--- config.mk ---
export PLATFORM = sky130hd
export DESIGN_NAME = gfx_scanout_flat
export DESIGN_NICKNAME = d
export VERILOG_FILES = /design/src/verilog/soc_pkg.sv /design/src/verilog/axil_if.sv /design/src/verilog/gfx_scanout.sv /design/src/flat_wrapper.sv
export SDC_FILE = /design/constraint.sdc
export NUM_CORES = 1
export LEC_CHECK = 0
export BUFFER_PORTS_ARGS = -buffer_cell sky130_fd_sc_hd__buf_2
export CAP_MARGIN = 20
export CORE_MARGIN = 2
export CORE_UTILIZATION = 40
export DETAILED_ROUTE_END_ITERATION = 10
export HOLD_SLACK_MARGIN = 0.12
export PLACE_DENSITY = 0.7
export SLEW_MARGIN = 30
export SYNTH_ARGS = -nofsm -noshare
export SYNTH_HDL_FRONTEND = slang
export SYNTH_SLANG_ARGS = --single-unit
--- constraint.sdc ---
create_clock -name hdmi_pixClk -period 8.4 [get_ports hdmi_pixClk]
set_clock_uncertainty 0.05 [all_clocks]
set_input_delay 1.68 -clock hdmi_pixClk [delete_from_list [all_inputs] [get_ports hdmi_pixClk]]
set_output_delay 1.68 -clock hdmi_pixClk [all_outputs]
set_load 0.02 [all_outputs]
--- src/verilog/soc_pkg.sv ---
// SoC package with bus widths, address map, response codes and graphics register map
package soc_pkg;

	// AXI-Lite bus geometry
	localparam int ADDR_WIDTH = 32;
	localparam int DATA_WIDTH = 32;
	localparam int STRB_WIDTH = DATA_WIDTH / 8;
	localparam int PROT_WIDTH = 3;

	// Address map
	localparam logic [ADDR_WIDTH-1:0] MEM_BASE = 32'h0000_0000;
	localparam int MEM_ADDR_BITS = 16; // 64 KiB window
	localparam logic [ADDR_WIDTH-1:0] GFX_BASE = 32'h0200_0000;
	localparam int GFX_ADDR_BITS = 8;

	// Response codes
	localparam logic [1:0] RESP_OKAY = 2'd0;
	localparam logic [1:0] RESP_DECERR = 2'd3;

	// Graphics register byte offsets
	localparam logic [GFX_ADDR_BITS-1:0] REG_CTRL = 8'h00;
	localparam logic [GFX_ADDR_BITS-1:0] REG_FB_BASE = 8'h04;
	localparam logic [GFX_ADDR_BITS-1:0] REG_LINE_WORDS = 8'h08;
	localparam logic [GFX_ADDR_BITS-1:0] REG_FRAME_COUNT = 8'h0c; // read only

	localparam int CTRL_ENABLE_BIT = 0;

endpackage

--- src/verilog/axil_if.sv ---
// AXI-Lite link carrying the AW, W, B, AR and R channels between a master and a slave
`timescale 1ns/1ps

interface axil_if;

	logic [soc_pkg::ADDR_WIDTH-1:0] awaddr;
	logic [soc_pkg::PROT_WIDTH-1:0] awprot;
	logic awvalid;
	logic awready;

	logic [soc_pkg::DATA_WIDTH-1:0] wdata;
	logic [soc_pkg::STRB_WIDTH-1:0] wstrb;
	logic wvalid;
	logic wready;

	logic [1:0] bresp;
	logic bvalid;
	logic bready;

	logic [soc_pkg::ADDR_WIDTH-1:0] araddr;
	logic [soc_pkg::PROT_WIDTH-1:0] arprot;
	logic arvalid;
	logic arready;

	logic [soc_pkg::DATA_WIDTH-1:0] rdata;
	logic [1:0] rresp;
	logic rvalid;
	logic rready;

	modport master (
		output awaddr, awprot, awvalid, wdata, wstrb, wvalid, bready,
		output araddr, arprot, arvalid, rready,
		input awready, wready, bresp, bvalid, arready, rdata, rresp, rvalid
	);

	modport slave (
		input awaddr, awprot, awvalid, wdata, wstrb, wvalid, bready,
		input araddr, arprot, arvalid, rready,
		output awready, wready, bresp, bvalid, arready, rdata, rresp, rvalid
	);

endinterface

--- src/verilog/gfx_scanout.sv ---
// Graphics scanout with a register slave and a line-fetch master emitting pixel strobes
`timescale 1ns/1ps

module gfx_scanout (
	input logic hdmi_pixClk,
	input logic reset,
	axil_if.slave regs,
	axil_if.master fetch,
	output logic pix_valid,
	output logic [soc_pkg::DATA_WIDTH-1:0] pix_data
);

	localparam logic [1:0] F_IDLE = 2'd0;
	localparam logic [1:0] F_ADDR = 2'd1;
	localparam logic [1:0] F_DATA = 2'd2;

	logic [soc_pkg::DATA_WIDTH-1:0] ctrl, fb_base, line_words, frame_count;
	logic [soc_pkg::DATA_WIDTH-1:0] rdata_q, rd_word;
	logic bvalid_q, rvalid_q;
	logic idle, wr_accept, rd_accept;
	logic [soc_pkg::GFX_ADDR_BITS-1:0] wr_off, rd_off;

	logic [1:0] fstate;
	logic [soc_pkg::DATA_WIDTH-1:0] word_idx, line_len;
	logic [soc_pkg::ADDR_WIDTH-1:0] line_base;
	logic start_ok, last_word, r_hs, frame_start;

	function automatic logic [soc_pkg::DATA_WIDTH-1:0] merge_bytes(
		input logic [soc_pkg::DATA_WIDTH-1:0] old_word,
		input logic [soc_pkg::DATA_WIDTH-1:0] new_word,
		input logic [soc_pkg::STRB_WIDTH-1:0] strb
	);
		logic [soc_pkg::DATA_WIDTH-1:0] result;
		result = old_word;
		for (int b = 0; b < soc_pkg::STRB_WIDTH; b++) begin
			if (strb[b])
				result[8*b +: 8] = new_word[8*b +: 8];
		end
		return result;
	endfunction

	// Register slave, same timing as the RAM
	assign idle = ~bvalid_q & ~rvalid_q;
	assign wr_accept = idle & regs.awvalid & regs.wvalid;
	assign rd_accept = idle & regs.arvalid & ~wr_accept;
	assign wr_off = regs.awaddr[soc_pkg::GFX_ADDR_BITS-1:0];
	assign rd_off = regs.araddr[soc_pkg::GFX_ADDR_BITS-1:0];

	assign regs.awready = wr_accept;
	assign regs.wready = wr_accept;
	assign regs.arready = rd_accept;
	assign regs.bvalid = bvalid_q;
	assign regs.bresp = soc_pkg::RESP_OKAY;
	assign regs.rvalid = rvalid_q;
	assign regs.rdata = rdata_q;
	assign regs.rresp = soc_pkg::RESP_OKAY;

	always_comb begin
		case (rd_off)
			soc_pkg::REG_CTRL: rd_word = ctrl;
			soc_pkg::REG_FB_BASE: rd_word = fb_base;
			soc_pkg::REG_LINE_WORDS: rd_word = line_words;
			soc_pkg::REG_FRAME_COUNT: rd_word = frame_count;
			default: rd_word = '0;
		endcase
	end

	always_ff @(posedge hdmi_pixClk) begin
		if (reset) begin
			ctrl <= '0;
			fb_base <= '0;
			line_words <= '0;
			bvalid_q <= 1'b0;
			rvalid_q <= 1'b0;
		end else begin
			if (wr_accept) begin
				bvalid_q <= 1'b1;
				case (wr_off)
					soc_pkg::REG_CTRL: ctrl <= merge_bytes(ctrl, regs.wdata, regs.wstrb);
					soc_pkg::REG_FB_BASE: fb_base <= merge_bytes(fb_base, regs.wdata, regs.wstrb);
					soc_pkg::REG_LINE_WORDS: begin
						line_words <= merge_bytes(line_words, regs.wdata, regs.wstrb);
					end
					default: ; // Frame counter and holes ignore writes
				endcase
			end else if (regs.bready) begin
				bvalid_q <= 1'b0;
			end
			if (rd_accept)
				rvalid_q <= 1'b1;
			else if (regs.rready)
				rvalid_q <= 1'b0;
		end
	end

	always_ff @(posedge hdmi_pixClk) begin
		if (rd_accept)
			rdata_q <= rd_word;
	end

	// Line fetch, one read in flight
	assign start_ok = ctrl[soc_pkg::CTRL_ENABLE_BIT] & (line_words != '0);
	assign last_word = word_idx == line_len - 1'b1;
	assign r_hs = (fstate == F_DATA) & fetch.rvalid;
	assign frame_start = start_ok & ((fstate == F_IDLE) | (r_hs & last_word));

	assign fetch.araddr = line_base + (word_idx << 2);
	assign fetch.arprot = '0;
	assign fetch.arvalid = fstate == F_ADDR;
	assign fetch.rready = fstate == F_DATA;
	assign fetch.awaddr = '0; // Read-only master
	assign fetch.awprot = '0;
	assign fetch.awvalid = 1'b0;
	assign fetch.wdata = '0;
	assign fetch.wstrb = '0;
	assign fetch.wvalid = 1'b0;
	assign fetch.bready = 1'b0;

	always_ff @(posedge hdmi_pixClk) begin
		if (reset) begin
			fstate <= F_IDLE;
			word_idx <= '0;
			frame_count <= '0;
			pix_valid <= 1'b0;
		end else begin
			pix_valid <= r_hs;
			case (fstate)
				F_IDLE: begin
					if (start_ok) begin
						fstate <= F_ADDR;
						word_idx <= '0;
					end
				end
				F_ADDR: begin
					if (fetch.arready)
						fstate <= F_DATA;
				end
				default: begin
					if (fetch.rvalid) begin
						if (last_word) begin
							frame_count <= frame_count + 1'b1;
							word_idx <= '0;
							fstate <= start_ok ? F_ADDR : F_IDLE;
						end else begin
							word_idx <= word_idx + 1'b1;
							fstate <= F_ADDR;
						end
					end
				end
			endcase
		end
	end

	// Base and length held for a whole line
	always_ff @(posedge hdmi_pixClk) begin
		if (frame_start) begin
			line_base <= fb_base;
			line_len <= line_words;
		end
		if (r_hs)
			pix_data <= fetch.rdata;
	end

endmodule

--- src/flat_wrapper.sv ---
// flat-port wrapper written by rule: the top's interface ports become plain ports
module gfx_scanout_flat 
  (hdmi_pixClk, reset, pix_valid, pix_data, regs_awaddr, regs_awprot, regs_awvalid, regs_wdata, regs_wstrb, regs_wvalid, regs_bready, regs_araddr, regs_arprot, regs_arvalid, regs_rready, regs_awready, regs_wready, regs_bresp, regs_bvalid, regs_arready, regs_rdata, regs_rresp, regs_rvalid, fetch_awaddr, fetch_awprot, fetch_awvalid, fetch_wdata, fetch_wstrb, fetch_wvalid, fetch_bready, fetch_araddr, fetch_arprot, fetch_arvalid, fetch_rready, fetch_awready, fetch_wready, fetch_bresp, fetch_bvalid, fetch_arready, fetch_rdata, fetch_rresp, fetch_rvalid);
  axil_if regs_i ();
  axil_if fetch_i ();
  input logic hdmi_pixClk;
  input logic reset;
  output logic pix_valid;
  output logic [soc_pkg::DATA_WIDTH-1:0] pix_data;
  input wire logic [$bits(regs_i.awaddr)-1:0] regs_awaddr;
  input wire logic [$bits(regs_i.awprot)-1:0] regs_awprot;
  input wire logic [$bits(regs_i.awvalid)-1:0] regs_awvalid;
  input wire logic [$bits(regs_i.wdata)-1:0] regs_wdata;
  input wire logic [$bits(regs_i.wstrb)-1:0] regs_wstrb;
  input wire logic [$bits(regs_i.wvalid)-1:0] regs_wvalid;
  input wire logic [$bits(regs_i.bready)-1:0] regs_bready;
  input wire logic [$bits(regs_i.araddr)-1:0] regs_araddr;
  input wire logic [$bits(regs_i.arprot)-1:0] regs_arprot;
  input wire logic [$bits(regs_i.arvalid)-1:0] regs_arvalid;
  input wire logic [$bits(regs_i.rready)-1:0] regs_rready;
  output wire logic [$bits(regs_i.awready)-1:0] regs_awready;
  output wire logic [$bits(regs_i.wready)-1:0] regs_wready;
  output wire logic [$bits(regs_i.bresp)-1:0] regs_bresp;
  output wire logic [$bits(regs_i.bvalid)-1:0] regs_bvalid;
  output wire logic [$bits(regs_i.arready)-1:0] regs_arready;
  output wire logic [$bits(regs_i.rdata)-1:0] regs_rdata;
  output wire logic [$bits(regs_i.rresp)-1:0] regs_rresp;
  output wire logic [$bits(regs_i.rvalid)-1:0] regs_rvalid;
  output wire logic [$bits(fetch_i.awaddr)-1:0] fetch_awaddr;
  output wire logic [$bits(fetch_i.awprot)-1:0] fetch_awprot;
  output wire logic [$bits(fetch_i.awvalid)-1:0] fetch_awvalid;
  output wire logic [$bits(fetch_i.wdata)-1:0] fetch_wdata;
  output wire logic [$bits(fetch_i.wstrb)-1:0] fetch_wstrb;
  output wire logic [$bits(fetch_i.wvalid)-1:0] fetch_wvalid;
  output wire logic [$bits(fetch_i.bready)-1:0] fetch_bready;
  output wire logic [$bits(fetch_i.araddr)-1:0] fetch_araddr;
  output wire logic [$bits(fetch_i.arprot)-1:0] fetch_arprot;
  output wire logic [$bits(fetch_i.arvalid)-1:0] fetch_arvalid;
  output wire logic [$bits(fetch_i.rready)-1:0] fetch_rready;
  input wire logic [$bits(fetch_i.awready)-1:0] fetch_awready;
  input wire logic [$bits(fetch_i.wready)-1:0] fetch_wready;
  input wire logic [$bits(fetch_i.bresp)-1:0] fetch_bresp;
  input wire logic [$bits(fetch_i.bvalid)-1:0] fetch_bvalid;
  input wire logic [$bits(fetch_i.arready)-1:0] fetch_arready;
  input wire logic [$bits(fetch_i.rdata)-1:0] fetch_rdata;
  input wire logic [$bits(fetch_i.rresp)-1:0] fetch_rresp;
  input wire logic [$bits(fetch_i.rvalid)-1:0] fetch_rvalid;
  assign regs_i.awaddr = regs_awaddr;
  assign regs_i.awprot = regs_awprot;
  assign regs_i.awvalid = regs_awvalid;
  assign regs_i.wdata = regs_wdata;
  assign regs_i.wstrb = regs_wstrb;
  assign regs_i.wvalid = regs_wvalid;
  assign regs_i.bready = regs_bready;
  assign regs_i.araddr = regs_araddr;
  assign regs_i.arprot = regs_arprot;
  assign regs_i.arvalid = regs_arvalid;
  assign regs_i.rready = regs_rready;
  assign regs_awready = regs_i.awready;
  assign regs_wready = regs_i.wready;
  assign regs_bresp = regs_i.bresp;
  assign regs_bvalid = regs_i.bvalid;
  assign regs_arready = regs_i.arready;
  assign regs_rdata = regs_i.rdata;
  assign regs_rresp = regs_i.rresp;
  assign regs_rvalid = regs_i.rvalid;
  assign fetch_awaddr = fetch_i.awaddr;
  assign fetch_awprot = fetch_i.awprot;
  assign fetch_awvalid = fetch_i.awvalid;
  assign fetch_wdata = fetch_i.wdata;
  assign fetch_wstrb = fetch_i.wstrb;
  assign fetch_wvalid = fetch_i.wvalid;
  assign fetch_bready = fetch_i.bready;
  assign fetch_araddr = fetch_i.araddr;
  assign fetch_arprot = fetch_i.arprot;
  assign fetch_arvalid = fetch_i.arvalid;
  assign fetch_rready = fetch_i.rready;
  assign fetch_i.awready = fetch_awready;
  assign fetch_i.wready = fetch_wready;
  assign fetch_i.bresp = fetch_bresp;
  assign fetch_i.bvalid = fetch_bvalid;
  assign fetch_i.arready = fetch_arready;
  assign fetch_i.rdata = fetch_rdata;
  assign fetch_i.rresp = fetch_rresp;
  assign fetch_i.rvalid = fetch_rvalid;
  gfx_scanout u_core (.hdmi_pixClk(hdmi_pixClk), .reset(reset), .regs(regs_i), .fetch(fetch_i), .pix_valid(pix_valid), .pix_data(pix_data));
endmodule
# [Word level (Yosys, flattened, before mapping)]
# Cells that the tools add are included.
[classes] n_addsub=4 multipliers=0 div=0 magnitude_cmp=0 eq_ne=10 shift=0 mux=15 bitwise_logic=15 reduce_logical=24
[ops] op="$pmux 32 s4" count=1
[ops] op="$mux 32" count=3
[ops] op="$add 32x1->32 const B" count=2
[ops] op="$pmux 32 s2" count=1
[ops] op="$reduce_and 3->1" count=15
[ops] op="$add 32x32->32" count=1
[ops] op="$eq 32x32->1" count=1
[ops] op="$reduce_bool 32->1" count=1
[ops] op="$sub 32x1->32 const B" count=1
[ops] op="$eq 8x4->1 const B" count=3
[ops] op="$eq 8x3->1 const B" count=2
[ops] op="$logic_not 8->1" count=2
[ops] op="$and 1x1->1" count=9
[ops] op="$mux 2" count=4
[ops] op="$reduce_bool 2->1" count=3
[ops] op="$mux 1" count=5
[ops] op="$not 1->1" count=5
[ops] op="$ne 2x1->1 const B" count=2
[ops] op="$pmux 2 s2" count=1
[ops] op="$reduce_bool 3->1" count=1
[ops] op="$eq 2x1->1 const B" count=1
[ops] op="$eq 2x2->1 const B" count=1
[ops] op="$logic_not 2->1" count=1
[ops] op="$reduce_or 2->1" count=1
[ops] op="$or 1x1->1" count=1
[totals] register_bits=293 latch_bits=0 ram_bits=0 mem_bits_ro=0 in_bits=154 out_inout_bits=185 n_memories=0

# [Depth between registers and ports, before layout]
[depth] depth_word=7 mapped_depth=14 ltp_nobuf=12

# [Worst setup path before layout]
# OpenSTA, ideal clock, no wires.
[synth_path] path_kind="reg2reg" start="reg u_core.line_len[7] in the netlist's numbering" end="reg u_core.line_base[0] in the netlist's numbering (enable)" setup_time_ps=582 arrival_ps=7701 t_required_ps=7768 path_slack_ps=68 path_stages_with_launch=11 n_path_buf=2 period_less_slack_ps=8332 path_cell_list="edfxtp_1 or4_4 nor4b_2 nand4_1 or4b_1 o311a_1 nor4_4 nand3_2 buf_2 buf_2 a211oi_1"
[synth_via] elab_chain_len=5
[synth_lines] item="start: declaration" line_no="gfx_scanout.sv:24" source="logic [soc_pkg::DATA_WIDTH-1:0] word_idx, line_len;"
[synth_lines] item="start signal: assignment" line_no="gfx_scanout.sv:158" source="line_len <= line_words;"
[synth_lines] item="$sub 32x1->32" line_no="gfx_scanout.sv:103" source="assign last_word = word_idx == line_len - 1'b1;"
[synth_lines] item="$eq 32x32->1" line_no="gfx_scanout.sv:103"
[synth_lines] item="$and 1x1->1" line_no="gfx_scanout.sv:105" source="assign frame_start = start_ok & ((fstate == F_IDLE) | (r_hs & last_word));"
[synth_lines] item="$or 1x1->1" line_no="gfx_scanout.sv:105"
[synth_lines] item="$and 1x1->1" line_no="gfx_scanout.sv:105"
[synth_lines] item="named net u_core.frame_start" line_no="gfx_scanout.sv:26" source="logic start_ok, last_word, r_hs, frame_start;"
[synth_lines] item="end signal: assignment" line_no="gfx_scanout.sv:157" source="line_base <= fb_base;"
[synth_lines] item="end: declaration" line_no="gfx_scanout.sv:25" source="logic [soc_pkg::ADDR_WIDTH-1:0] line_base;"
# The timed path passes the listed nets, and every way through them passes these cells.
# A chain may end at the register's enable or synchronous reset.

# [Worst setup path after layout]
[layout_path] start="reg u_core.line_len[0] in the netlist's numbering" end="reg u_core.line_len[23] in the netlist's numbering (enable)"
[layout_via] elab_chain_len=5
[layout_lines] item="$sub 32x1->32" line_no="gfx_scanout.sv:103"
[layout_lines] item="$eq 32x32->1" line_no="gfx_scanout.sv:103"
[layout_lines] item="$and 1x1->1" line_no="gfx_scanout.sv:105"
[layout_lines] item="$or 1x1->1" line_no="gfx_scanout.sv:105"
[layout_lines] item="$and 1x1->1" line_no="gfx_scanout.sv:105"
[layout_lines] item="named net u_core.frame_start" line_no="gfx_scanout.sv:26"
# The timed path passes the listed nets, and every way through them passes these cells.

==> metrics <==
outcome completed; Final Cycle Share 0.660; Leak 6.39 nW; vias 11,200; synthesized flop and latch total 293; EDFF count, synth 128; CP endpoint kind flop; top fanout value on the critical path 41; Initial Util 0.408; # nets final 1,800; CTS tree built; IO Pins 339; Area Growth Syn to Fin 14.3%; first-pass GRT wire length 58,500 um; vias in the first global route 10,500; post-synthesis cell area 15,000 um2; WP data required 8.57 ns; Final Hold Viols 0; Reg2Reg Depth 13; Sequential cell area 7150 um2; share of cells above drive strength 1 0.203; Hold Startpoint u_core.fb_base[21]; RSZ-0062 raised after global routing no; Multi-input gate area 7250 um2; fmax 0.180 GHz; worst skew pair latency 0.55 ns; # clock sinks 293; DRT Pass-1 Iters 7; WP data arrival 5.72 ns; hold buffers post-CTS 0; CTS Buf Count 31; largest net degree at the start of global routing 86; Hold Crit Class flop to flop; DIE WIDTH 197 um; Synth async-reset ratio 0; core area 36,700 um2; total wire length 38,500 um; wire length per cell after detailed routing 18.3 um; hpwl dp 29,000 um; CTS Root Cell clkbuf_16; via/cell ratio 5.33; Slew HR 0.359; Syn Inst Count 1,431; initial antenna violation count 3; most frequent cells in the layout nor2_1 (205), buf_2 (195), dfxtp_1 (165), edfxtp_1 (128), mux2i_1 (105); row cnt 70; Residual DRC 0; Filler cells 3,391; commonest non-fill, non-tap cell in the layout nor2_1; Slew Limit Fails 0; top_reg_cell synth dfxtp_1; CTS H-tree depth 1; DRT iter0 DRCs 881; Die Ht 197 um; Post-DRT Antenna Nets 0; CTS resizes 0; Worst Setup Start Kind flop; Critical Setup Path Class flop to flop; Clock Pin Slew Worst Setup and Hold Paths 0.06 ns; CTS Buffer Depth 3; # Post-CTS Setup Buffers 0; final design utilization 0.466; peak supply drop 0.146 mV; setup_tns 0 ns; Avg Inst Size Synth 10.5 um2; max_cap viols 0; GPL Wtd Cong 0.871; r2r setup slk 2.85 ns; grt ovf 0; I/O Buffers 196; reg2reg end u_core.line_len[23]; hold path cells 0; hold worst-path end u_core.line_base[21]; Slew @ Worst Pin 0.952 ns; FF-to-FF Start u_core.line_len[0]; distinct cell type count of the synthesized netlist 71; die area 39,000 um2; sequential element share of the synthesized area 0.477; gr usage total 0.192; Yosys warnings 0; fin crit period 5.55 ns; Power Dens Cells 171 nW/um2; Final setup viols 0
## logic make-up (layout without fill, tap and decap cells)
kind of cell,after synthesis,after routing,share of synthesized area
simple gates,563,563,0.189
other cells,1,82,0.000251
fa+ha+maj,33,33,0.0281
xor+xnor,87,87,0.0509
compound gates,134,134,0.0563
buf+inv,160,286,0.0624
mux,160,160,0.136
flops,293,293,0.477
## routing by layer
metal	track usage	vias to the layer above	part of all wire
met5	0	-	0.00062
met1	0.260	5388	0.44
met2	0.321	391	0.47
met3	0.0324	54	0.067
li1	-	5389	-
met4	0.0465	4	0.020
## flip-flops by register name, indices dropped and copies added, names as in the netlist, 2 cells and up
signal / count
u_core.line_words: 32
u_core.ctrl: 32
u_core.fstate: 2
u_core.line_base: 32
u_core.pix_data: 32
u_core.fb_base: 32
u_core.frame_count: 32
u_core.line_len: 32
u_core.regs.rdata: 32
u_core.word_idx: 32
## power by group
part	internal, W	switching, W
clock network	0.000745	0.000548
logic	0.0000348	0.000101
registers	0.00149	0.00000273
## how the worst max path moves through the flow
stage / start / end / cells after the start
floorplan: u_core.line_len[7] / u_core.line_base[0] / 10
global placement: u_core.line_len[0] / u_core.line_base[29] / 12
detailed placement: u_core.line_len[0] / u_core.line_len[28] / 13
CTS: u_core.line_len[0] / u_core.line_len[23] / 13
global route: u_core.line_len[0] / u_core.line_len[23] / 13
finish: u_core.line_len[0] / u_core.line_len[23] / 13
## cells in the mapped netlist (32+ instances only)
cell | instances | area [um2]
edfxtp_1 | 128 | 3840
mux2i_1 | 105 | 1050
ha_1 | 32 | 400
nor2_1 | 218 | 818
mux4_2 | 32 | 721
xnor2_1 | 39 | 342
xor2_1 | 48 | 420
nand2_1 | 72 | 270
nand3_1 | 40 | 200
dfxtp_1 | 165 | 3300
clkbuf_1 | 36 | 135
a21oi_1 | 41 | 205
and3_1 | 47 | 294
buf_4 | 84 | 631
## critical path: stages (launching register included)
cell      delay (ns)
edfxtp_1        0.44
inv_1           0.12
ha_1            0.25
nor3b_1         0.37
nor4b_2         0.26
buf_4           0.22
nand4_1         0.17
or4b_1          0.55
o311a_1         0.19
nor4_4          0.35
nand3_2         0.75
a211oi_4        0.89
buf_6           0.26
buf_4           0.30
## per-stage QoR
stage	power [W]	instance area (um2)	setup slack, ns	instances	hold WS, ns
2_1_floorplan	0.00164	15300	0.0676	1511	0.375
3_3_place_gp	0.00166	16100	2.67	2047	0.392
3_5_place_dp	0.00166	16100	2.90	2048	0.400
4_1_cts	0.00295	17100	2.88	2105	0.414
5_1_grt	0.00302	17100	2.44	2106	0.428
6_report	0.00292	17100	2.85	2106	0.417
## cell type report
class                      instances  area share
timing repair buffer             207      0.0626
inverter                          22     0.00483
sequential                       293       0.418
antenna                            1    0.000146
tap                              468      0.0342
clock buffer                      43      0.0503
multi-input combinational       1058       0.424
clock inverter                    14     0.00615
No activity file was read; power rests on OpenSTA's default activity.
