==> src/verilog/soc_pkg.sv <==
// SoC package with bus widths, address map, response codes and graphics register map
package soc_pkg;

	// AXI-Lite bus geometry
	localparam int ADDR_WIDTH = 32;
	localparam int DATA_WIDTH = 32;
	localparam int STRB_WIDTH = DATA_WIDTH / 8;
	localparam int PROT_WIDTH = 3;

	// Address map
	localparam logic [ADDR_WIDTH-1:0] MEM_BASE = 32'h0000_0000;
	localparam int MEM_ADDR_BITS = 16; // 64 KiB window
	localparam logic [ADDR_WIDTH-1:0] GFX_BASE = 32'h0200_0000;
	localparam int GFX_ADDR_BITS = 8;

	// Response codes
	localparam logic [1:0] RESP_OKAY = 2'd0;
	localparam logic [1:0] RESP_DECERR = 2'd3;

	// Graphics register byte offsets
	localparam logic [GFX_ADDR_BITS-1:0] REG_CTRL = 8'h00;
	localparam logic [GFX_ADDR_BITS-1:0] REG_FB_BASE = 8'h04;
	localparam logic [GFX_ADDR_BITS-1:0] REG_LINE_WORDS = 8'h08;
	localparam logic [GFX_ADDR_BITS-1:0] REG_FRAME_COUNT = 8'h0c; // read only

	localparam int CTRL_ENABLE_BIT = 0;

endpackage

==> src/verilog/axil_if.sv <==
// AXI-Lite link carrying the AW, W, B, AR and R channels between a master and a slave
`timescale 1ns/1ps

interface axil_if;

	logic [soc_pkg::ADDR_WIDTH-1:0] awaddr;
	logic [soc_pkg::PROT_WIDTH-1:0] awprot;
	logic awvalid;
	logic awready;

	logic [soc_pkg::DATA_WIDTH-1:0] wdata;
	logic [soc_pkg::STRB_WIDTH-1:0] wstrb;
	logic wvalid;
	logic wready;

	logic [1:0] bresp;
	logic bvalid;
	logic bready;

	logic [soc_pkg::ADDR_WIDTH-1:0] araddr;
	logic [soc_pkg::PROT_WIDTH-1:0] arprot;
	logic arvalid;
	logic arready;

	logic [soc_pkg::DATA_WIDTH-1:0] rdata;
	logic [1:0] rresp;
	logic rvalid;
	logic rready;

	modport master (
		output awaddr, awprot, awvalid, wdata, wstrb, wvalid, bready,
		output araddr, arprot, arvalid, rready,
		input awready, wready, bresp, bvalid, arready, rdata, rresp, rvalid
	);

	modport slave (
		input awaddr, awprot, awvalid, wdata, wstrb, wvalid, bready,
		input araddr, arprot, arvalid, rready,
		output awready, wready, bresp, bvalid, arready, rdata, rresp, rvalid
	);

endinterface

==> src/verilog/axil_interconnect.sv <==
// Shared AXI-Lite interconnect for two masters and two slaves, one transaction at a time
`timescale 1ns/1ps

module axil_interconnect (
	input logic hdmi_pixClk,
	input logic reset,
	axil_if.slave s0,
	axil_if.slave s1,
	axil_if.master m0,
	axil_if.master m1
);

	localparam logic [1:0] ST_IDLE = 2'd0;
	localparam logic [1:0] ST_REQ = 2'd1;
	localparam logic [1:0] ST_RESP = 2'd2;

	logic [1:0] state;
	logic rr; // Master with priority on the next grant

	logic req0_wr, req0_rd, req1_wr, req1_rd;
	logic grant, win, win_wr;
	logic [soc_pkg::ADDR_WIDTH-1:0] win_addr;
	logic [soc_pkg::PROT_WIDTH-1:0] win_prot;
	logic hit_mem, hit_gfx;

	// Latched winning request
	logic [soc_pkg::ADDR_WIDTH-1:0] addr_q;
	logic [soc_pkg::PROT_WIDTH-1:0] prot_q;
	logic [soc_pkg::DATA_WIDTH-1:0] data_q;
	logic [soc_pkg::STRB_WIDTH-1:0] strb_q;
	logic wr_q, win_q, sel_q, decerr_q;

	logic aw_pend, w_pend, ar_pend;
	logic aw_hs, w_hs, ar_hs, req_left;

	logic resp_bvalid, resp_rvalid, win_bready, win_rready, resp_done;
	logic [1:0] resp_bresp, resp_rresp;
	logic [soc_pkg::DATA_WIDTH-1:0] resp_rdata;

	// Arbitration
	assign req0_wr = s0.awvalid & s0.wvalid;
	assign req0_rd = s0.arvalid;
	assign req1_wr = s1.awvalid & s1.wvalid;
	assign req1_rd = s1.arvalid;
	assign grant = (state == ST_IDLE) & (req0_wr | req0_rd | req1_wr | req1_rd);
	assign win = rr ? (req1_wr | req1_rd) : ~(req0_wr | req0_rd);
	assign win_wr = win ? req1_wr : req0_wr; // Write wins inside one master

	assign win_addr = win_wr ? (win ? s1.awaddr : s0.awaddr) : (win ? s1.araddr : s0.araddr);
	assign win_prot = win_wr ? (win ? s1.awprot : s0.awprot) : (win ? s1.arprot : s0.arprot);

	// Address decode
	assign hit_mem = (win_addr >> soc_pkg::MEM_ADDR_BITS) ==
		(soc_pkg::MEM_BASE >> soc_pkg::MEM_ADDR_BITS);
	assign hit_gfx = (win_addr >> soc_pkg::GFX_ADDR_BITS) ==
		(soc_pkg::GFX_BASE >> soc_pkg::GFX_ADDR_BITS);

	// Request accepted from the winner on the grant cycle
	assign s0.awready = grant & ~win & win_wr;
	assign s0.wready = grant & ~win & win_wr;
	assign s0.arready = grant & ~win & ~win_wr;
	assign s1.awready = grant & win & win_wr;
	assign s1.wready = grant & win & win_wr;
	assign s1.arready = grant & win & ~win_wr;

	// Forwarding to the decoded slave
	assign m0.awaddr = addr_q;
	assign m0.awprot = prot_q;
	assign m0.wdata = data_q;
	assign m0.wstrb = strb_q;
	assign m0.araddr = addr_q;
	assign m0.arprot = prot_q;
	assign m0.awvalid = (state == ST_REQ) & aw_pend & ~sel_q;
	assign m0.wvalid = (state == ST_REQ) & w_pend & ~sel_q;
	assign m0.arvalid = (state == ST_REQ) & ar_pend & ~sel_q;

	assign m1.awaddr = addr_q;
	assign m1.awprot = prot_q;
	assign m1.wdata = data_q;
	assign m1.wstrb = strb_q;
	assign m1.araddr = addr_q;
	assign m1.arprot = prot_q;
	assign m1.awvalid = (state == ST_REQ) & aw_pend & sel_q;
	assign m1.wvalid = (state == ST_REQ) & w_pend & sel_q;
	assign m1.arvalid = (state == ST_REQ) & ar_pend & sel_q;

	assign aw_hs = sel_q ? (m1.awvalid & m1.awready) : (m0.awvalid & m0.awready);
	assign w_hs = sel_q ? (m1.wvalid & m1.wready) : (m0.wvalid & m0.wready);
	assign ar_hs = sel_q ? (m1.arvalid & m1.arready) : (m0.arvalid & m0.arready);
	assign req_left = (aw_pend & ~aw_hs) | (w_pend & ~w_hs) | (ar_pend & ~ar_hs);

	// Response path, decode errors answered locally
	assign win_bready = win_q ? s1.bready : s0.bready;
	assign win_rready = win_q ? s1.rready : s0.rready;
	assign resp_bvalid = (state == ST_RESP) & wr_q &
		(decerr_q | (sel_q ? m1.bvalid : m0.bvalid));
	assign resp_rvalid = (state == ST_RESP) & ~wr_q &
		(decerr_q | (sel_q ? m1.rvalid : m0.rvalid));
	assign resp_bresp = decerr_q ? soc_pkg::RESP_DECERR : (sel_q ? m1.bresp : m0.bresp);
	assign resp_rresp = decerr_q ? soc_pkg::RESP_DECERR : (sel_q ? m1.rresp : m0.rresp);
	assign resp_rdata = decerr_q ? '0 : (sel_q ? m1.rdata : m0.rdata);
	assign resp_done = wr_q ? (resp_bvalid & win_bready) : (resp_rvalid & win_rready);

	assign s0.bvalid = resp_bvalid & ~win_q;
	assign s0.bresp = resp_bresp;
	assign s0.rvalid = resp_rvalid & ~win_q;
	assign s0.rdata = resp_rdata;
	assign s0.rresp = resp_rresp;
	assign s1.bvalid = resp_bvalid & win_q;
	assign s1.bresp = resp_bresp;
	assign s1.rvalid = resp_rvalid & win_q;
	assign s1.rdata = resp_rdata;
	assign s1.rresp = resp_rresp;

	assign m0.bready = (state == ST_RESP) & wr_q & ~decerr_q & ~sel_q & win_bready;
	assign m0.rready = (state == ST_RESP) & ~wr_q & ~decerr_q & ~sel_q & win_rready;
	assign m1.bready = (state == ST_RESP) & wr_q & ~decerr_q & sel_q & win_bready;
	assign m1.rready = (state == ST_RESP) & ~wr_q & ~decerr_q & sel_q & win_rready;

	always_ff @(posedge hdmi_pixClk) begin
		if (reset) begin
			state <= ST_IDLE;
			rr <= 1'b0;
			aw_pend <= 1'b0;
			w_pend <= 1'b0;
			ar_pend <= 1'b0;
		end else begin
			case (state)
				ST_IDLE: begin
					if (grant) begin
						state <= ST_REQ;
						rr <= ~win;
						aw_pend <= win_wr & (hit_mem | hit_gfx);
						w_pend <= win_wr & (hit_mem | hit_gfx);
						ar_pend <= ~win_wr & (hit_mem | hit_gfx);
					end
				end
				ST_REQ: begin
					aw_pend <= aw_pend & ~aw_hs;
					w_pend <= w_pend & ~w_hs;
					ar_pend <= ar_pend & ~ar_hs;
					if (!req_left)
						state <= ST_RESP;
				end
				default: begin
					if (resp_done)
						state <= ST_IDLE; // Free on the next cycle
				end
			endcase
		end
	end

	always_ff @(posedge hdmi_pixClk) begin
		if (grant) begin
			addr_q <= win_addr;
			prot_q <= win_prot;
			data_q <= win ? s1.wdata : s0.wdata;
			strb_q <= win ? s1.wstrb : s0.wstrb;
			wr_q <= win_wr;
			win_q <= win;
			sel_q <= hit_gfx;
			decerr_q <= ~(hit_mem | hit_gfx);
		end
	end

endmodule

==> src/flat_wrapper.sv <==
// flat-port wrapper written by rule: the top's interface ports become plain ports
module axil_interconnect_flat 
  (hdmi_pixClk, reset, s0_awaddr, s0_awprot, s0_awvalid, s0_wdata, s0_wstrb, s0_wvalid, s0_bready, s0_araddr, s0_arprot, s0_arvalid, s0_rready, s0_awready, s0_wready, s0_bresp, s0_bvalid, s0_arready, s0_rdata, s0_rresp, s0_rvalid, s1_awaddr, s1_awprot, s1_awvalid, s1_wdata, s1_wstrb, s1_wvalid, s1_bready, s1_araddr, s1_arprot, s1_arvalid, s1_rready, s1_awready, s1_wready, s1_bresp, s1_bvalid, s1_arready, s1_rdata, s1_rresp, s1_rvalid, m0_awaddr, m0_awprot, m0_awvalid, m0_wdata, m0_wstrb, m0_wvalid, m0_bready, m0_araddr, m0_arprot, m0_arvalid, m0_rready, m0_awready, m0_wready, m0_bresp, m0_bvalid, m0_arready, m0_rdata, m0_rresp, m0_rvalid, m1_awaddr, m1_awprot, m1_awvalid, m1_wdata, m1_wstrb, m1_wvalid, m1_bready, m1_araddr, m1_arprot, m1_arvalid, m1_rready, m1_awready, m1_wready, m1_bresp, m1_bvalid, m1_arready, m1_rdata, m1_rresp, m1_rvalid);
  axil_if s0_i ();
  axil_if s1_i ();
  axil_if m0_i ();
  axil_if m1_i ();
  input logic hdmi_pixClk;
  input logic reset;
  input wire logic [$bits(s0_i.awaddr)-1:0] s0_awaddr;
  input wire logic [$bits(s0_i.awprot)-1:0] s0_awprot;
  input wire logic [$bits(s0_i.awvalid)-1:0] s0_awvalid;
  input wire logic [$bits(s0_i.wdata)-1:0] s0_wdata;
  input wire logic [$bits(s0_i.wstrb)-1:0] s0_wstrb;
  input wire logic [$bits(s0_i.wvalid)-1:0] s0_wvalid;
  input wire logic [$bits(s0_i.bready)-1:0] s0_bready;
  input wire logic [$bits(s0_i.araddr)-1:0] s0_araddr;
  input wire logic [$bits(s0_i.arprot)-1:0] s0_arprot;
  input wire logic [$bits(s0_i.arvalid)-1:0] s0_arvalid;
  input wire logic [$bits(s0_i.rready)-1:0] s0_rready;
  output wire logic [$bits(s0_i.awready)-1:0] s0_awready;
  output wire logic [$bits(s0_i.wready)-1:0] s0_wready;
  output wire logic [$bits(s0_i.bresp)-1:0] s0_bresp;
  output wire logic [$bits(s0_i.bvalid)-1:0] s0_bvalid;
  output wire logic [$bits(s0_i.arready)-1:0] s0_arready;
  output wire logic [$bits(s0_i.rdata)-1:0] s0_rdata;
  output wire logic [$bits(s0_i.rresp)-1:0] s0_rresp;
  output wire logic [$bits(s0_i.rvalid)-1:0] s0_rvalid;
  input wire logic [$bits(s1_i.awaddr)-1:0] s1_awaddr;
  input wire logic [$bits(s1_i.awprot)-1:0] s1_awprot;
  input wire logic [$bits(s1_i.awvalid)-1:0] s1_awvalid;
  input wire logic [$bits(s1_i.wdata)-1:0] s1_wdata;
  input wire logic [$bits(s1_i.wstrb)-1:0] s1_wstrb;
  input wire logic [$bits(s1_i.wvalid)-1:0] s1_wvalid;
  input wire logic [$bits(s1_i.bready)-1:0] s1_bready;
  input wire logic [$bits(s1_i.araddr)-1:0] s1_araddr;
  input wire logic [$bits(s1_i.arprot)-1:0] s1_arprot;
  input wire logic [$bits(s1_i.arvalid)-1:0] s1_arvalid;
  input wire logic [$bits(s1_i.rready)-1:0] s1_rready;
  output wire logic [$bits(s1_i.awready)-1:0] s1_awready;
  output wire logic [$bits(s1_i.wready)-1:0] s1_wready;
  output wire logic [$bits(s1_i.bresp)-1:0] s1_bresp;
  output wire logic [$bits(s1_i.bvalid)-1:0] s1_bvalid;
  output wire logic [$bits(s1_i.arready)-1:0] s1_arready;
  output wire logic [$bits(s1_i.rdata)-1:0] s1_rdata;
  output wire logic [$bits(s1_i.rresp)-1:0] s1_rresp;
  output wire logic [$bits(s1_i.rvalid)-1:0] s1_rvalid;
  output wire logic [$bits(m0_i.awaddr)-1:0] m0_awaddr;
  output wire logic [$bits(m0_i.awprot)-1:0] m0_awprot;
  output wire logic [$bits(m0_i.awvalid)-1:0] m0_awvalid;
  output wire logic [$bits(m0_i.wdata)-1:0] m0_wdata;
  output wire logic [$bits(m0_i.wstrb)-1:0] m0_wstrb;
  output wire logic [$bits(m0_i.wvalid)-1:0] m0_wvalid;
  output wire logic [$bits(m0_i.bready)-1:0] m0_bready;
  output wire logic [$bits(m0_i.araddr)-1:0] m0_araddr;
  output wire logic [$bits(m0_i.arprot)-1:0] m0_arprot;
  output wire logic [$bits(m0_i.arvalid)-1:0] m0_arvalid;
  output wire logic [$bits(m0_i.rready)-1:0] m0_rready;
  input wire logic [$bits(m0_i.awready)-1:0] m0_awready;
  input wire logic [$bits(m0_i.wready)-1:0] m0_wready;
  input wire logic [$bits(m0_i.bresp)-1:0] m0_bresp;
  input wire logic [$bits(m0_i.bvalid)-1:0] m0_bvalid;
  input wire logic [$bits(m0_i.arready)-1:0] m0_arready;
  input wire logic [$bits(m0_i.rdata)-1:0] m0_rdata;
  input wire logic [$bits(m0_i.rresp)-1:0] m0_rresp;
  input wire logic [$bits(m0_i.rvalid)-1:0] m0_rvalid;
  output wire logic [$bits(m1_i.awaddr)-1:0] m1_awaddr;
  output wire logic [$bits(m1_i.awprot)-1:0] m1_awprot;
  output wire logic [$bits(m1_i.awvalid)-1:0] m1_awvalid;
  output wire logic [$bits(m1_i.wdata)-1:0] m1_wdata;
  output wire logic [$bits(m1_i.wstrb)-1:0] m1_wstrb;
  output wire logic [$bits(m1_i.wvalid)-1:0] m1_wvalid;
  output wire logic [$bits(m1_i.bready)-1:0] m1_bready;
  output wire logic [$bits(m1_i.araddr)-1:0] m1_araddr;
  output wire logic [$bits(m1_i.arprot)-1:0] m1_arprot;
  output wire logic [$bits(m1_i.arvalid)-1:0] m1_arvalid;
  output wire logic [$bits(m1_i.rready)-1:0] m1_rready;
  input wire logic [$bits(m1_i.awready)-1:0] m1_awready;
  input wire logic [$bits(m1_i.wready)-1:0] m1_wready;
  input wire logic [$bits(m1_i.bresp)-1:0] m1_bresp;
  input wire logic [$bits(m1_i.bvalid)-1:0] m1_bvalid;
  input wire logic [$bits(m1_i.arready)-1:0] m1_arready;
  input wire logic [$bits(m1_i.rdata)-1:0] m1_rdata;
  input wire logic [$bits(m1_i.rresp)-1:0] m1_rresp;
  input wire logic [$bits(m1_i.rvalid)-1:0] m1_rvalid;
  assign s0_i.awaddr = s0_awaddr;
  assign s0_i.awprot = s0_awprot;
  assign s0_i.awvalid = s0_awvalid;
  assign s0_i.wdata = s0_wdata;
  assign s0_i.wstrb = s0_wstrb;
  assign s0_i.wvalid = s0_wvalid;
  assign s0_i.bready = s0_bready;
  assign s0_i.araddr = s0_araddr;
  assign s0_i.arprot = s0_arprot;
  assign s0_i.arvalid = s0_arvalid;
  assign s0_i.rready = s0_rready;
  assign s0_awready = s0_i.awready;
  assign s0_wready = s0_i.wready;
  assign s0_bresp = s0_i.bresp;
  assign s0_bvalid = s0_i.bvalid;
  assign s0_arready = s0_i.arready;
  assign s0_rdata = s0_i.rdata;
  assign s0_rresp = s0_i.rresp;
  assign s0_rvalid = s0_i.rvalid;
  assign s1_i.awaddr = s1_awaddr;
  assign s1_i.awprot = s1_awprot;
  assign s1_i.awvalid = s1_awvalid;
  assign s1_i.wdata = s1_wdata;
  assign s1_i.wstrb = s1_wstrb;
  assign s1_i.wvalid = s1_wvalid;
  assign s1_i.bready = s1_bready;
  assign s1_i.araddr = s1_araddr;
  assign s1_i.arprot = s1_arprot;
  assign s1_i.arvalid = s1_arvalid;
  assign s1_i.rready = s1_rready;
  assign s1_awready = s1_i.awready;
  assign s1_wready = s1_i.wready;
  assign s1_bresp = s1_i.bresp;
  assign s1_bvalid = s1_i.bvalid;
  assign s1_arready = s1_i.arready;
  assign s1_rdata = s1_i.rdata;
  assign s1_rresp = s1_i.rresp;
  assign s1_rvalid = s1_i.rvalid;
  assign m0_awaddr = m0_i.awaddr;
  assign m0_awprot = m0_i.awprot;
  assign m0_awvalid = m0_i.awvalid;
  assign m0_wdata = m0_i.wdata;
  assign m0_wstrb = m0_i.wstrb;
  assign m0_wvalid = m0_i.wvalid;
  assign m0_bready = m0_i.bready;
  assign m0_araddr = m0_i.araddr;
  assign m0_arprot = m0_i.arprot;
  assign m0_arvalid = m0_i.arvalid;
  assign m0_rready = m0_i.rready;
  assign m0_i.awready = m0_awready;
  assign m0_i.wready = m0_wready;
  assign m0_i.bresp = m0_bresp;
  assign m0_i.bvalid = m0_bvalid;
  assign m0_i.arready = m0_arready;
  assign m0_i.rdata = m0_rdata;
  assign m0_i.rresp = m0_rresp;
  assign m0_i.rvalid = m0_rvalid;
  assign m1_awaddr = m1_i.awaddr;
  assign m1_awprot = m1_i.awprot;
  assign m1_awvalid = m1_i.awvalid;
  assign m1_wdata = m1_i.wdata;
  assign m1_wstrb = m1_i.wstrb;
  assign m1_wvalid = m1_i.wvalid;
  assign m1_bready = m1_i.bready;
  assign m1_araddr = m1_i.araddr;
  assign m1_arprot = m1_i.arprot;
  assign m1_arvalid = m1_i.arvalid;
  assign m1_rready = m1_i.rready;
  assign m1_i.awready = m1_awready;
  assign m1_i.wready = m1_wready;
  assign m1_i.bresp = m1_bresp;
  assign m1_i.bvalid = m1_bvalid;
  assign m1_i.arready = m1_arready;
  assign m1_i.rdata = m1_rdata;
  assign m1_i.rresp = m1_rresp;
  assign m1_i.rvalid = m1_rvalid;
  axil_interconnect u_core (.hdmi_pixClk(hdmi_pixClk), .reset(reset), .s0(s0_i), .s1(s1_i), .m0(m0_i), .m1(m1_i));
endmodule
==> config.mk <==
export PLATFORM = sky130hd
export DESIGN_NAME = axil_interconnect_flat
export DESIGN_NICKNAME = d
export VERILOG_FILES = /design/src/verilog/soc_pkg.sv /design/src/verilog/axil_if.sv /design/src/verilog/axil_interconnect.sv /design/src/flat_wrapper.sv
export SDC_FILE = /design/constraint.sdc
export NUM_CORES = 1
export LEC_CHECK = 0
export CAP_MARGIN = 15
export CORE_AREA = 2 2 236 238
export DETAILED_ROUTE_END_ITERATION = 10
export DIE_AREA = 0 0 238 240
export DONT_BUFFER_PORTS = 1
export PLACE_DENSITY = 0.35
export SETUP_SLACK_MARGIN = 0.3
export SLEW_MARGIN = 0
export SYNTH_ARGS = -nofsm -noshare
export SYNTH_HDL_FRONTEND = slang
export SYNTH_SLANG_ARGS = --single-unit
==> constraint.sdc <==
create_clock -name hdmi_pixClk -period 4.65 [get_ports hdmi_pixClk]
set_clock_uncertainty 0.1 [all_clocks]
set_input_delay 0.93 -clock hdmi_pixClk [delete_from_list [all_inputs] [get_ports hdmi_pixClk]]
set_output_delay 0.93 -clock hdmi_pixClk [all_outputs]
set_load 0.01 [all_outputs]
### Word-level counts from Yosys, hierarchy flattened

Index checks and enable logic that the tools add are counted.

* register bits after elaboration: 81
* output and inout port bits: 304
* word-level logic and storage cells: 127

* equality and inequality tests: 5
* mux-type cells: 33
* bitwise operators: 69
* reductions and logical operators: 7

Operator list (count)
* 2-to-1 mux 32 bit: 6
* bitwise AND 1 bit: 49
* zero test 32 bit: 1
* equality test 24 x 18 -> 1 bit (second input constant): 1
* 2-to-1 mux 2 bit: 7
* 2-to-1 mux 1 bit: 12
* inverter 1 bit: 11
* 2-to-1 mux 3 bit: 3
* bitwise OR 1 bit: 9
* case mux 1 bit (2 select lines): 3
* 2-to-1 mux 4 bit: 1
* case mux 2 bit (2 select lines): 1
* AND reduction 2 bit: 2
* AND reduction 3 bit: 1
* nonzero test 3 bit: 1
* equality test 2 x 1 -> 1 bit (second input constant): 1
* equality test 2 bit (second input constant): 1
* zero test 2 bit: 1
* inequality test 2 x 1 -> 1 bit (second input constant): 1
* inequality test 2 bit (second input constant): 1
* nonzero test 2 bit: 1

### Depth between registers and ports, before layout

* word-level depth: 11
* gate-level depth with buffers: 12
* mapped depth without buffers: 9

### Worst setup path after synthesis

Ideal clock, no wire load.

* kind: in2out
* start point: in s1_awvalid
* end point: out s0_wready
* arrival time: 3.747 ns
* data required time: 3.620 ns
* slack: -0.127 ns
* cell stages on the path: 7
* path through: and2_1 -> nor3b_1 -> or3_1 -> inv_1 -> nand2_1 -> nor2_1 -> buf_4

* word-level cells in the longest chain between the ends: 6
* elaborated cells between the ends (all ways): 10

Ends and longest elaborated chain
* from (decl): RTL line flat_wrapper.sv:31 `input wire logic [$bits(s1_i.awvalid)-1:0] s1_awvalid;`
* bitwise AND 1 bit: RTL line axil_interconnect.sv:43 `assign req1_wr = s1.awvalid & s1.wvalid;`
* bitwise OR 1 bit (2 in a row): RTL line axil_interconnect.sv:45 `assign grant = (state == ST_IDLE) & (req0_wr | req0_rd | req1_wr | req1_rd);`
* bitwise AND 1 bit: RTL line axil_interconnect.sv:45
* net u_core.grant: RTL line axil_interconnect.sv:21 `logic grant, win, win_wr;`
* bitwise AND 1 bit (2 in a row)
* to (decl): RTL line flat_wrapper.sv:22 `output wire logic [$bits(s0_i.wready)-1:0] s0_wready;`

The timed path passes the listed nets, and every way through them passes these cells.

### Worst setup path after layout

* start point: in s1_awvalid
* end point: reg u_core.w_pend

* word-level cells in the longest chain between the ends: 10
* elaborated cells between the ends (all ways): 18

Ends and longest elaborated chain
* bitwise AND 1 bit *: RTL line axil_interconnect.sv:43
* bitwise OR 1 bit: RTL line axil_interconnect.sv:46 `assign win = rr ? (req1_wr | req1_rd) : ~(req0_wr | req0_rd);`
* 2-to-1 mux 1 bit: RTL line axil_interconnect.sv:46
* 2-to-1 mux 32 bit / 2-to-1 mux 1 bit (equally long branches): RTL line axil_interconnect.sv:49, axil_interconnect.sv:47
* 2-to-1 mux 32 bit *: RTL line axil_interconnect.sv:49 `assign win_addr = win_wr ? (win ? s1.awaddr : s0.awaddr) : (win ? s1.araddr : s0.araddr);`
* net u_core.win_addr, one bit: RTL line axil_interconnect.sv:22 `logic [soc_pkg::ADDR_WIDTH-1:0] win_addr;`
* equality test 24 x 18 -> 1 bit / zero test 32 bit (equally long branches): RTL line axil_interconnect.sv:55, axil_interconnect.sv:53
* bitwise OR 1 bit *: RTL line axil_interconnect.sv:134 `w_pend <= win_wr & (hit_mem | hit_gfx);`
* bitwise AND 1 bit *: RTL line axil_interconnect.sv:134
* 2-to-1 mux 1 bit *: RTL line axil_interconnect.sv:130 `if (grant) begin`
* case mux 1 bit (2 select lines) *: RTL line axil_interconnect.sv:128 `case (state)`
* to (signal assigned): RTL line axil_interconnect.sv:134
* to (signal assigned): RTL line axil_interconnect.sv:140 `w_pend <= w_pend & ~w_hs;`
* to (decl): RTL line axil_interconnect.sv:33 `logic aw_pend, w_pend, ar_pend;`

Mark *: on every way through the listed nets, which the timed path passes. The rest lies on a longest branch. The select of a mux whose other input is x is not followed.
A chain may end at the register's enable or synchronous reset.

==> out/results.ini <==
[run_status]
outcome = finished clean

[timing]
worst_pin_slew_ns = 0.910
setup_viol = 0
relSlewSlack_pct = 39.1
finalMaxSlewViolations = 0
timing.final.crit_share_pct = 80.7
fin_ws_ns = 0.896
period_needed_ns = 3.75
rsz0062_at_grt = no
fmax_mhz = 266
finalHoldViolCount = 0
tns_ns = 0

[yosys]
synth-compound-area-share_pct = 11.1
yosysSeqAreaShare_pct = 36.7
avgSynthCellArea_um2 = 8.11
yosys_register_bits = 81
ys.flop_type = edfxtp_1
synth.distinct_cells = 46
syn_nets = 1104
synth-xor-area-share_pct = 0
netlist_area_um2 = 6470
async_flop_share_pct = 0
synthesis.instances = 798
muxShareOfSynthArea_pct = 5.61
synth_top_family_by_area = buffers and inverters
synthAdderAreaFrac_pct = 0
synth_warnings = 0
synth-simple-area-share_pct = 22.2
synth_edf_count = 75

[worst_setup_path]
crit_path_start_kind = primary input
cp_data_arrival_time_ns = 3.97
crit_family = simple AND/OR/NAND/NOR gates
critPathBufInv = 0
required_ns = 4.87
path_class = primary input to flip-flop
cp-end-kind = flip-flop
r2r_cells = 7
r2r-start = u_core.rr
rr_endpoint = u_core.w_pend
r2r_setup_slack_ns = 1.02
critPathMaxFanout = 23
crit_chain = nand2_1 > nand3_1 > a31oi_1 > a22oi_1 > or4_1 > or4_4 > nor4_2 > o31a_1
crit_slowest_cell = nand3_1
cp_slowest_stage_delay_ns = 0.65

[clock_network]
post_cts_buffers = 0
cts_resized = 0
ctsHoldBuffers = 0
clkTransAtPathRegs_ns = 0.07
cts_tree = built
htreeDepth = 3
clock_sinks = 81
clockBufferDepth = 2
insertion_delay_ns = 0.37
cts_root_buffer = clkbuf_16
numCtsBuffers = 9

[route]
wl_per_cell_um = 23.4
wl_mm = 30.6
firstDrtPassIters = 4
drt_iter0_markers = 278
vias = 4984
route.detailed.drc = 0
antenna_left = 0
via_per_inst = 3.80

[placed_design]
dp_slack_ns = 0.518
hpwl_mm = 25.7
io_buffers = 0
placed_area_um2 = 6000
gp_congestion = 0.961

[floorplan]
coreArea_um2 = 54700
initial_core_util_pct = 11.8
die_y_um = 240
row_count = 86
dieArea_um2 = 57100
io_pins = 610
die_w_um = 238

[global_route]
grt_pass1_vias = 4840
grt_pass1_wl_mm = 39.8
grt_remaining_overflow = 0
grt_max_degree = 50
antenna_found_initial = 11
track_usage_pct = 10.3

[pwr]
vdd_drop_max_uv = 156
p_leak_nw = 2.24
power.density_nw_per_um2 = 454

[worst_hold_path]
worstHoldStart = u_core.rr
min_path_cells = 2
whs_endpoint = u_core.rr
hold_path_class = flip-flop to flip-flop

[cells_and_area]
areaGrowthSynthToFinish_pct = -3.25
num-nets-final = 909
final_cell_mix = nand2_1, edfxtp_1, nor2_1, a31oi_1, mux2i_1
final_common_cell = nand2_1
layout-drive-gt1-share_pct = 7.76
design_area_um2 = 6260
nFillCells = 6325
post-route-util_pct = 11.4

[run]
maxCapViolCount = 0

==> area by class of cell <==
cell class | instances | area [um^2] | area share [%]
Antenna cell | 1 | 2.50 | 0.0400
Clock buffer | 9 | 225 | 3.60
Inverter | 12 | 50.0 | 0.800
Timing Repair Buffer | 19 | 140 | 2.24
Tap cell | 704 | 881 | 14.1
Clock inverter | 5 | 33.8 | 0.540
Multi-Input combinational cell | 480 | 2550 | 40.8
Sequential cell | 81 | 2370 | 37.9
==> cell families (layout without fill, tap and decap cells) <==
| family | Yosys count | count (layout) |
|---|---|---|
| AO/OA/AOI/OAI | 110 | 110 |
| multiplexers | 36 | 36 |
| other | 0 | 1 |
| AND/OR/NAND/NOR | 334 | 334 |
| buffers and inverters | 237 | 45 |
| flip-flops | 81 | 81 |
==> worst register-to-register path, delay by kind of cell, from the launching register on <==
kind	cells	cell delay [ns]
DFF	1	0.50
and+or+nand+nor	4	2.27
AOI/OAI and AO/OA	3	0.71
==> where the power goes <==
part | total (mW) | internal (mW) | switching (mW)
logic | 0.621 | 0.193 | 0.428
clock network | 0.697 | 0.356 | 0.341
registers | 1.52 | 1.05 | 0.469
==> Yosys cell counts (2+ instances only) <==
master | instances | area share (%)
a22oi_1 | 9 | 1.0
nand3_1 | 6 | 0.46
a31oi_1 | 42 | 4.1
inv_2 | 2 | 0.12
nand2_1 | 205 | 12
buf_4 | 179 | 21
or4_1 | 2 | 0.23
clkbuf_1 | 32 | 1.9
buf_1 | 8 | 0.46
o31a_1 | 3 | 0.41
mux2_2 | 2 | 0.35
nor3b_1 | 2 | 0.23
buf_2 | 4 | 0.31
buf_6 | 2 | 0.35
dfxtp_1 | 6 | 1.9
o21ai_0 | 19 | 1.5
nor4_1 | 9 | 0.87
and3_1 | 31 | 3.0
a21oi_1 | 6 | 0.46
nor3_1 | 6 | 0.46
a211o_1 | 4 | 0.54
inv_1 | 10 | 0.58
mux2i_1 | 34 | 5.3
o22ai_1 | 5 | 0.48
a211oi_1 | 9 | 1.0
o21ai_1 | 4 | 0.31
edfxtp_1 | 75 | 35
nor2_1 | 59 | 3.4
and2_1 | 2 | 0.19
nor2b_1 | 5 | 0.48
==> metrics by stage <==
stage / instances / total power [mW] / hold slack (ns)
6_report: 1311 / 2.84 / 0.498
4_1_cts: 1310 / 2.91 / 0.480
5_1_grt: 1311 / 3.03 / 0.490
3_3_place_gp: 1295 / 2.18 / 0.471
2_1_floorplan: 798 / 2.26 / 0.397
3_5_place_dp: 1296 / 2.18 / 0.475
==> worst max path at each step <==
stage | slack [ns] | to | depth (start not counted) | start
2_1_floorplan | 0.41 | s0_wready | 7 | s0_awvalid
3_3_place_gp | 0.62 | u_core.aw_pend | 8 | s1_awvalid
3_5_place_dp | 0.52 | u_core.w_pend | 8 | s1_awvalid
4_1_cts | 0.92 | u_core.w_pend | 8 | s1_awvalid
5_1_grt | 0.71 | u_core.w_pend | 8 | s1_awvalid
6_report | 0.90 | u_core.w_pend | 8 | s1_awvalid
==> sequential cells by signal, summed over array words and instances, names as in the netlist <==
signal,count
u_core.m0.araddr,32
u_core.m0.wdata,32
u_core.m0.wstrb,4
u_core.m0.arprot,3
u_core.state,2
u_core.ar_pend,1
u_core.aw_pend,1
u_core.decerr_q,1
u_core.rr,1
u_core.sel_q,1
u_core.w_pend,1
u_core.win_q,1
u_core.wr_q,1
==> layer usage <==
metal	global-route usage [%]	share of wire, %	vias up
met5	0	0.30	-
met2	18.7	51	408
li1	-	-	2168
met3	4.21	11	64
met4	4.73	3.5	14
met1	10.2	34	2330
Power figures use the tool's default switching activity.
